==> src/rp_chain_macros.svh <==
`ifndef RP_CHAIN_MACROS_SVH
`define RP_CHAIN_MACROS_SVH

////////////////////
// channel count
////////////////////

// analog channels, same number of ADC and DAC
`define RP_CH_NUM 2

////////////////////
// sample widths
////////////////////

// raw ADC word and signed sample
`define RP_ADC_DW 14
// DAC sample and code
`define RP_DAC_DW 14

// gain is signed fixed point, 14 fraction bits
`define RP_MUL_DW 16
`define RP_MUL_UNITY (1 << 14)

// 0.5ms at 125MHz
`define RP_DEB_LEN 62500

`endif

==> src/rp_chain_pkg.sv <==
`include "rp_chain_macros.svh"

package rp_chain_pkg;

  ////////////////////
  // sample types
  ////////////////////

  // signed acquisition sample
  typedef logic signed [`RP_ADC_DW-1:0] adc_smp_t;
  // signed generator sample
  typedef logic signed [`RP_DAC_DW-1:0] dac_smp_t;

  ////////////////////
  // calibration types
  ////////////////////

  // gain, unity is `RP_MUL_UNITY
  typedef logic signed [`RP_MUL_DW-1:0] cal_mul_t;
  // offset in sample units
  typedef logic signed [`RP_ADC_DW-1:0] cal_sum_t;

  // inverted unsigned code as the DAC expects it
  typedef logic [`RP_DAC_DW-1:0] dac_code_t;

  ////////////////////
  // saturation limits
  ////////////////////

  // largest positive sample, +8191
  localparam logic signed [`RP_ADC_DW-1:0] smp_max = {1'b0, {(`RP_ADC_DW-1){1'b1}}};
  // most negative sample, -8192
  localparam logic signed [`RP_ADC_DW-1:0] smp_min = {1'b1, {(`RP_ADC_DW-1){1'b0}}};

endpackage

==> src/adc_frontend.sv <==
`include "rp_chain_macros.svh"

module adc_frontend (
  // clock and reset
  input  logic                          clk_i,
  input  logic                          rst_i,
  // raw word from the ADC pins
  input  logic [`RP_ADC_DW-1:0]         adc_raw_i,
  // digital loopback
  input  logic                          loop_i,
  input  rp_chain_pkg::dac_smp_t        lb_dat_i,
  // sample stream toward calibration
  output rp_chain_pkg::adc_smp_t        smp_dat_o,
  output logic                          smp_vld_o
);

  ////////////////////
  // format conversion
  ////////////////////

  // inverted offset binary to two's complement
  // sign bit kept, magnitude bits flipped
  rp_chain_pkg::adc_smp_t adc_conv;

  always_comb begin
    adc_conv = {adc_raw_i[`RP_ADC_DW-1], ~adc_raw_i[`RP_ADC_DW-2:0]};
  end

  ////////////////////
  // sample register
  ////////////////////

  // loopback mux in front of the IO register
  // so both sources see the same latency
  always_ff @(posedge clk_i) begin
    if (loop_i) begin
      smp_dat_o <= rp_chain_pkg::adc_smp_t'(lb_dat_i);
    end else begin
      smp_dat_o <= adc_conv;
    end
  end

  // ADC never stops, valid rises once after reset
  // first data is the word captured on that same edge
  always_ff @(posedge clk_i, posedge rst_i) begin
    if (rst_i) begin
      smp_vld_o <= 1'b0;
    end else begin
      smp_vld_o <= 1'b1;
    end
  end

endmodule

==> src/dac_encoder.sv <==
module dac_encoder (
  // clock and reset
  input  logic                   clk_i,
  input  logic                   rst_i,
  // calibrated generator stream
  input  rp_chain_pkg::dac_smp_t smp_dat_i,
  input  logic                   smp_vld_i,
  output logic                   smp_rdy_o,
  // DAC pins
  output rp_chain_pkg::dac_code_t dac_code_o,
  // held sample for ADC loopback
  output rp_chain_pkg::dac_smp_t lb_dat_o
);

  ////////////////////
  // encoding
  ////////////////////

  // DAC wants inverted offset binary
  // keep sign, flip the rest, zero maps to 0x1fff
  rp_chain_pkg::dac_code_t code_nxt;

  always_comb begin
    code_nxt = {smp_dat_i[$bits(smp_dat_i)-1], ~smp_dat_i[$bits(smp_dat_i)-2:0]};
  end

  // DAC takes a word every cycle
  assign smp_rdy_o = 1'b1;

  ////////////////////
  // output registers
  ////////////////////

  // hold last value between samples
  // reset puts the DAC at mid scale
  always_ff @(posedge clk_i, posedge rst_i) begin
    if (rst_i) begin
      dac_code_o <= {1'b0, {($bits(dac_code_o)-1){1'b1}}};
      lb_dat_o   <= '0;
    end else if (smp_vld_i) begin
      dac_code_o <= code_nxt;
      lb_dat_o   <= smp_dat_i;
    end
  end

  // generator lin_cal relies on this, DAC data never stalls
  a_rdy_high: assert property (
    @(posedge clk_i) disable iff (rst_i)
    smp_rdy_o
  ) else $error("dac_encoder dropped ready");

endmodule

==> src/exp_debounce.sv <==
module exp_debounce #(
  // cycles a new level must hold
  parameter int unsigned DEB_LEN = 62500
)(
  // clock and reset
  input  logic clk_i,
  input  logic rst_i,
  // raw expansion pin
  input  logic dig_i,
  // debounced level and edge pulses
  output logic lvl_o,
  output logic pos_o,
  output logic neg_o
);

  // counter wide enough for DEB_LEN
  localparam int unsigned CW = $clog2(DEB_LEN + 1);

  ////////////////////
  // synchronizer
  ////////////////////

  // pin is asynchronous to adc_clk
  logic [1:0] dig_sync;

  always_ff @(posedge clk_i, posedge rst_i) begin
    if (rst_i) begin
      dig_sync <= '0;
    end else begin
      dig_sync <= {dig_sync[0], dig_i};
    end
  end

  ////////////////////
  // debounce counter
  ////////////////////

  logic [CW-1:0] cnt;

  // count while the input differs from the held level
  // any return to the held level restarts the count
  always_ff @(posedge clk_i, posedge rst_i) begin
    if (rst_i) begin
      cnt   <= '0;
      lvl_o <= 1'b0;
      pos_o <= 1'b0;
      neg_o <= 1'b0;
    end else begin
      // pulses last one cycle
      pos_o <= 1'b0;
      neg_o <= 1'b0;
      if (dig_sync[1] != lvl_o) begin
        if (cnt == CW'(DEB_LEN - 1)) begin
          // new level held long enough
          cnt   <= '0;
          lvl_o <= dig_sync[1];
          pos_o <= dig_sync[1];
          neg_o <= ~dig_sync[1];
        end else begin
          cnt <= cnt + 1'b1;
        end
      end else begin
        cnt <= '0;
      end
    end
  end

  // an edge pulse is one of the two and comes with a level change
  a_one_edge: assert property (
    @(posedge clk_i) disable iff (rst_i)
    (pos_o || neg_o) |-> !(pos_o && neg_o) && (lvl_o != $past(lvl_o))
  ) else $error("exp_debounce edge pulse without single level change");

endmodule

==> src/lin_cal.sv <==
`include "rp_chain_macros.svh"

module lin_cal #(
  // payload type, ADC or DAC sample
  parameter type smp_t = rp_chain_pkg::adc_smp_t
)(
  // clock and reset
  input  logic                   clk_i,
  input  logic                   rst_i,
  // calibration settings
  input  rp_chain_pkg::cal_mul_t cfg_mul_i,
  input  rp_chain_pkg::cal_sum_t cfg_sum_i,
  // input stream
  input  smp_t                   sti_dat_i,
  input  logic                   sti_vld_i,
  output logic                   sti_rdy_o,
  // output stream
  output smp_t                   sto_dat_o,
  output logic                   sto_vld_o,
  input  logic                   sto_rdy_i
);

  // product width, sample times gain
  localparam int unsigned PW = $bits(smp_t) + $bits(rp_chain_pkg::cal_mul_t);
  // one guard bit for the offset add
  localparam int unsigned SW = PW + 1;
  // fraction bits of the gain
  localparam int unsigned FRAC = $clog2(`RP_MUL_UNITY);

  ////////////////////
  // pipeline enable
  ////////////////////

  // whole pipe moves when output slot is free or taken
  logic pipe_en;

  always_comb begin
    pipe_en = ~sto_vld_o | sto_rdy_i;
  end

  // input accepted only while the pipe moves
  assign sti_rdy_o = pipe_en;

  ////////////////////
  // stage 1, multiply
  ////////////////////

  logic signed [PW-1:0] s1_mul;
  logic                 s1_vld;

  always_ff @(posedge clk_i) begin
    if (pipe_en) begin
      s1_mul <= PW'(sti_dat_i) * PW'(cfg_mul_i);
    end
  end

  always_ff @(posedge clk_i, posedge rst_i) begin
    if (rst_i) begin
      s1_vld <= 1'b0;
    end else if (pipe_en) begin
      s1_vld <= sti_vld_i;
    end
  end

  ////////////////////
  // stage 2, shift, offset, saturate
  ////////////////////

  logic signed [SW-1:0] s2_sum;
  smp_t                 s2_sat;

  always_comb begin
    // drop fraction bits, arithmetic so sign survives
    s2_sum = SW'(s1_mul >>> FRAC) + SW'(cfg_sum_i);
    // clip into sample range
    if (s2_sum > SW'(rp_chain_pkg::smp_max)) begin
      s2_sat = smp_t'(rp_chain_pkg::smp_max);
    end else if (s2_sum < SW'(rp_chain_pkg::smp_min)) begin
      s2_sat = smp_t'(rp_chain_pkg::smp_min);
    end else begin
      s2_sat = smp_t'(s2_sum);
    end
  end

  always_ff @(posedge clk_i) begin
    if (pipe_en) begin
      sto_dat_o <= s2_sat;
    end
  end

  always_ff @(posedge clk_i, posedge rst_i) begin
    if (rst_i) begin
      sto_vld_o <= 1'b0;
    end else if (pipe_en) begin
      sto_vld_o <= s1_vld;
    end
  end

  ////////////////////
  // checks
  ////////////////////

  // stalled output must keep data and valid until taken
  a_sto_stable: assert property (
    @(posedge clk_i) disable iff (rst_i)
    sto_vld_o && !sto_rdy_i |=> sto_vld_o && $stable(sto_dat_o)
  ) else $error("lin_cal output changed under back-pressure");

endmodule

==> src/rp_chain_top.sv <==
`include "rp_chain_macros.svh"

module rp_chain_top #(
  // debounce length for the expansion trigger
  parameter int unsigned deb_len = `RP_DEB_LEN
)(
  // clock and reset
  input  logic                                    adc_clk,
  input  logic                                    top_rst,
  // loopback select and calibration
  input  logic [`RP_CH_NUM-1:0]                   loop_i,
  input  rp_chain_pkg::cal_mul_t [`RP_CH_NUM-1:0] adc_mul_i,
  input  rp_chain_pkg::cal_sum_t [`RP_CH_NUM-1:0] adc_sum_i,
  input  rp_chain_pkg::cal_mul_t [`RP_CH_NUM-1:0] dac_mul_i,
  input  rp_chain_pkg::cal_sum_t [`RP_CH_NUM-1:0] dac_sum_i,
  // ADC and DAC pins
  input  logic [`RP_CH_NUM-1:0][`RP_ADC_DW-1:0]   adc_dat_i,
  output rp_chain_pkg::dac_code_t [`RP_CH_NUM-1:0] dac_dat_o,
  // generator stream
  input  rp_chain_pkg::dac_smp_t [`RP_CH_NUM-1:0] gen_dat_i,
  input  logic [`RP_CH_NUM-1:0]                   gen_vld_i,
  output logic [`RP_CH_NUM-1:0]                   gen_rdy_o,
  // acquisition stream
  output rp_chain_pkg::adc_smp_t [`RP_CH_NUM-1:0] acq_dat_o,
  output logic [`RP_CH_NUM-1:0]                   acq_vld_o,
  input  logic [`RP_CH_NUM-1:0]                   acq_rdy_i,
  // expansion trigger
  input  logic                                    exp_dig_i,
  output logic                                    trg_lvl_o,
  output logic                                    trg_pos_o,
  output logic                                    trg_neg_o
);

  ////////////////////
  // analog channels
  ////////////////////

  for (genvar i = 0; i < `RP_CH_NUM; i++) begin : for_ch

    // front end to ADC calibration
    rp_chain_pkg::adc_smp_t adc_smp;
    logic                   adc_vld;
    // DAC calibration to encoder
    rp_chain_pkg::dac_smp_t gen_cal;
    logic                   gen_cal_vld;
    logic                   enc_rdy;
    // held DAC sample back to the ADC side
    rp_chain_pkg::dac_smp_t lb_dat;

    adc_frontend u_adc_fe (
      .clk_i     (adc_clk),
      .rst_i     (top_rst),
      .adc_raw_i (adc_dat_i[i]),
      .loop_i    (loop_i[i]),
      .lb_dat_i  (lb_dat),
      .smp_dat_o (adc_smp),
      .smp_vld_o (adc_vld)
    );

    // ADC cannot wait, input ready left open and stalled samples are lost
    lin_cal #(
      .smp_t (rp_chain_pkg::adc_smp_t)
    ) u_adc_cal (
      .clk_i     (adc_clk),
      .rst_i     (top_rst),
      .cfg_mul_i (adc_mul_i[i]),
      .cfg_sum_i (adc_sum_i[i]),
      .sti_dat_i (adc_smp),
      .sti_vld_i (adc_vld),
      .sti_rdy_o (),
      .sto_dat_o (acq_dat_o[i]),
      .sto_vld_o (acq_vld_o[i]),
      .sto_rdy_i (acq_rdy_i[i])
    );

    lin_cal #(
      .smp_t (rp_chain_pkg::dac_smp_t)
    ) u_dac_cal (
      .clk_i     (adc_clk),
      .rst_i     (top_rst),
      .cfg_mul_i (dac_mul_i[i]),
      .cfg_sum_i (dac_sum_i[i]),
      .sti_dat_i (gen_dat_i[i]),
      .sti_vld_i (gen_vld_i[i]),
      .sti_rdy_o (gen_rdy_o[i]),
      .sto_dat_o (gen_cal),
      .sto_vld_o (gen_cal_vld),
      .sto_rdy_i (enc_rdy)
    );

    dac_encoder u_dac_enc (
      .clk_i      (adc_clk),
      .rst_i      (top_rst),
      .smp_dat_i  (gen_cal),
      .smp_vld_i  (gen_cal_vld),
      .smp_rdy_o  (enc_rdy),
      .dac_code_o (dac_dat_o[i]),
      .lb_dat_o   (lb_dat)
    );

  end : for_ch

  ////////////////////
  // trigger input
  ////////////////////

  exp_debounce #(
    .DEB_LEN (deb_len)
  ) u_exp_deb (
    .clk_i (adc_clk),
    .rst_i (top_rst),
    .dig_i (exp_dig_i),
    .lvl_o (trg_lvl_o),
    .pos_o (trg_pos_o),
    .neg_o (trg_neg_o)
  );

endmodule

==> config.mk <==
export PLATFORM = sky130hd
export DESIGN_NAME = rp_chain_top
export DESIGN_NICKNAME = d
export VERILOG_FILES = /design/src/rp_chain_pkg.sv /design/src/adc_frontend.sv /design/src/dac_encoder.sv /design/src/exp_debounce.sv /design/src/lin_cal.sv /design/src/rp_chain_top.sv
export VERILOG_INCLUDE_DIRS = /design/src
export SDC_FILE = /design/constraint.sdc
export NUM_CORES = 2
export LEC_CHECK = 0
export BUFFER_PORTS_ARGS = -buffer_cell sky130_fd_sc_hd__buf_2
export CAP_MARGIN = 25
export CORE_UTILIZATION = 45
export DETAILED_ROUTE_END_ITERATION = 6
export SKIP_LAST_GASP = 1
export SLEW_MARGIN = 20
export SYNTH_ARGS = -nofsm -noshare
export SYNTH_HDL_FRONTEND = slang
export SYNTH_SLANG_ARGS = --single-unit
export TNS_END_PERCENT = 1
==> constraint.sdc <==
create_clock -name adc_clk -period 9.4 [get_ports adc_clk]
set_clock_uncertainty 0.15 [all_clocks]
set_input_delay 0.47 -clock adc_clk [delete_from_list [all_inputs] [get_ports adc_clk]]
set_output_delay 0.47 -clock adc_clk [all_outputs]
set_load 0.05 [all_outputs]
==> flow_metrics.py <==
metrics = {
    "floorplanning": {
        "design.die.area_um2": 94800,
        "start_util": 0.457,
        "core_um2": 92200,
        "floorplan.rows": 111,
        "die_h_um": 308,
        "fp.dieW_um": 308,
        "ios": 248,
    },
    "timing": {
        "hold_violations": 0,
        "fmax_mhz": 149,
        "rsz0062_at_grt": "false",
        "hold_slack_ns": 0.0707,
        "tns_ns": 0,
        "slew_headroom": 0.375,
        "period_share": 0.715,
        "period_needed_ns": 6.72,
        "setup_viol": 0,
        "maxSlewViolCount": 0,
        "worst_pin_slew_ns": 0.936,
    },
    "synthesis": {
        "synth_compound_area_frac": 0.0603,
        "post-synth-top-count-cell": "inv_1",
        "synth_top_area_frac": 0.416,
        "synthTopCellsByCount": "inv_1, fa_1, and2_1, nand2_1, ha_1",
        "synth-seq-cells": 232,
        "seq_area_frac_synth": 0.135,
        "synthAdderAreaFrac": 0.517,
        "syn_area_per_cell_um2": 9.69,
        "async_flop_share": 0.362,
        "synth_top_family_by_area": "adder cells",
        "syn_area_um2": 42100,
        "synth_warnings": 0,
        "postSynthCellCount": 4346,
        "synth_area_leaders": "fa_1, ha_1, inv_1",
        "synth-xor-area-share": 0.0343,
        "synth_ff_type": "dfxtp_1",
        "ys_types": 79,
        "synth_edf_count": 60,
        "yosys.area_share.simple": 0.142,
        "muxShareOfSynthArea": 0.0118,
        "synth_top_area_cell": "fa_1",
    },
    "final_layout": {
        "multiInputGateArea_um2": 32200,
        "final_nets": 5902,
        "fill_cells": 8838,
        "fin_util": 0.494,
        "final_layout_size_suffix_gt1_frac": 0.0811,
        "fin_cells": 5777,
        "syn2layout_area_growth_pct": 8.23,
        "seq_area_um2": 5700,
    },
    "clock_network": {
        "clockBufferDepth": 3,
        "clkTransAtPathRegs_ns": 0.08,
        "cts.sinks": 232,
        "cts_resized": 0,
        "cts_root_buffer": "clkbuf_16",
        "cts_tree": "done",
        "cts_hold_buf": 22,
        "numCtsBuffers": 30,
        "post_cts_buffers": 0,
        "clock_latency_ns": 0.59,
        "htreeDepth": 1,
    },
    "place": {
        "port_buffers": 245,
        "finalWeightedCongestion": 0.852,
        "place_inst": 5693,
        "hpwl_um": 81600,
    },
    "critical_path": {
        "critical_path.max_stage_delay_ns": 0.77,
        "required_ns": 9.57,
        "critPathMaxFanout": 16,
        "critPathArrivalTime_ns": 6.89,
        "cpMaxStageDelayCell": "dfxtp_1",
        "setup.worst_path.class": "flop to flop",
        "endpoint_kind": "flop",
        "r2r_cells": 22,
        "r2r_start": "for_ch[0].u_adc_fe.smp_dat_o[2]",
        "worstSetupStartpointType": "flop",
        "crit_chain": "nand2_1 > fa_1 > inv_1 > fa_1 > inv_1 > fa_1 > inv_1 > fa_1 > fa_1 > inv_1 > fa_1 > inv_1 > ha_1 > inv_1 > o21bai_1 > a21oi_1 > nor2b_1 > a41oi_1 > nand3_1 > a31oi_1 > o21bai_1 > xor2_1",
        "cp-startpoint": "for_ch[0].u_adc_fe.smp_dat_o[2]",
        "timing.rr.end": "for_ch[0].u_adc_cal.s1_mul[28]",
        "r2r_slack_ns": 2.68,
    },
    "routing": {
        "firstDrtPassIters": 5,
        "via_count": 28681,
        "drcViolationCount": 0,
        "viasPerCell": 4.96,
        "drt-initial-drc-count": 1387,
        "wl_per_cell_um": 17.2,
        "ant_nets": 0,
        "wirelength_um": 99600,
    },
    "global_route": {
        "antenna_found_initial": 9,
        "grt_pass1_wl_um": 165000,
        "grt_pass1_vias": 31105,
        "grt_use_total": 0.220,
        "grt_overflow_total": 0,
        "grt_max_degree": 63,
    },
    "min_path": {
        "worstHoldStart": "adc_dat_i[8]",
        "min_to": "for_ch[0].u_adc_fe.smp_dat_o[8]",
        "min_path_type": "input pin to flop",
        "hold-path-cell-count": 2,
    },
    "status": {
        "status": "complete, no violations",
    },
    "job": {
        "drv_cap": 0,
    },
}
final cells by class:
class	instances	area share
diodes	6	0.000329
repair buffers	273	0.0327
clock buffers	39	0.0183
multi-input cells	3003	0.707
inverters	964	0.0794
clock inverters	17	0.00335
flip-flops and latches	232	0.125
well taps	1243	0.0341
placed cells by master (no fill, tap or decap), types with 8 or more instances in the layout:
master and n:
edfxtp_1 60, xor2_1 54, nor2_1 139, dfrtp_1 58
nor3_1 24, a21oi_1 76, nand3_1 24, clkinv_2 8
dfstp_2 26, fa_1 876, nand2b_1 24, inv_1 962
xnor2_1 111, nor2b_1 16, o21bai_1 13, nand4_1 16
dlygate4sd3_1 22, o21a_1 37, nand2_1 443, and2_1 463
a31oi_1 10, o21ai_1 32, buf_2 245, mux2_2 13
o21ai_0 79, mux2i_1 35, clkbuf_16 31, and3_1 9
a21o_1 62, a211oi_1 12, ha_1 337, dfxtp_1 88
o211ai_1 8
layer usage:
metal | GRT usage | vias up | share of wire
met5 | 0 | - | 0.000080
met4 | 0.0491 | 2 | 0.021
met1 | 0.310 | 14679 | 0.47
met3 | 0.0177 | 118 | 0.032
li1 | - | 13380 | -
met2 | 0.369 | 502 | 0.48
flip-flops by register name, summed over array words and instances (netlist names), 2 cells and up:
register,flops
for_ch.u_adc_fe.smp_dat_o,28
for_ch.u_dac_enc.dac_code_o,26
for_ch.u_adc_cal.s1_mul,32
for_ch.u_dac_cal.sto_dat_o,28
for_ch.u_dac_enc.lb_dat_o,28
for_ch.u_adc_cal.sto_vld_o,2
for_ch.u_dac_cal.s1_vld,2
for_ch.u_adc_cal.s1_vld,2
u_exp_deb.cnt,16
u_exp_deb.dig_sync,2
for_ch.u_adc_cal.sto_dat_o,28
for_ch.u_dac_cal.sto_vld_o,2
for_ch.u_dac_cal.s1_mul,32
cells by family after synthesis:
family                   after synthesis
XOR/XNOR                             165
AND/OR/NAND/NOR                     1190
other                                  1
flip-flops                           232
AO/OA/AOI/OAI                        384
buffers and inverters               1113
adder cells (fa/ha/maj)             1213
multiplexers                          48
metrics by stage:
stage               cell area, um2  worst slack (ns)
floorplan                    42100              3.15
global placement             44400              2.78
detailed placement           44400              2.69
CTS                          45600              2.68
global route                 45600              2.30
finish                       45600              2.68
worst max-delay path by stage:
stage / end / slack (ns) / cells past startpoint
2_1_floorplan: for_ch[0].u_dac_cal.s1_mul[29] / 3.15 / 21
3_3_place_gp: for_ch[0].u_dac_cal.s1_mul[29] / 2.78 / 24
3_5_place_dp: for_ch[1].u_dac_cal.s1_mul[29] / 2.69 / 22
4_1_cts: for_ch[0].u_adc_cal.s1_mul[28] / 2.68 / 22
5_1_grt: for_ch[0].u_adc_cal.s1_mul[28] / 2.30 / 22
6_report: for_ch[0].u_adc_cal.s1_mul[28] / 2.68 / 22
worst max-delay path: cells and delay by family, from the launching register on:
family          cells  cell delay (ns)
compound gates      5             0.87
xor+xnor            1             0.14
fa+ha+maj           7             3.56
buf+inv             6             0.46
flops               1             0.77
simple gates        3             0.49
Power is not shown: default switching activity piles up to over one toggle a cycle in this logic, so the estimate is an artifact.
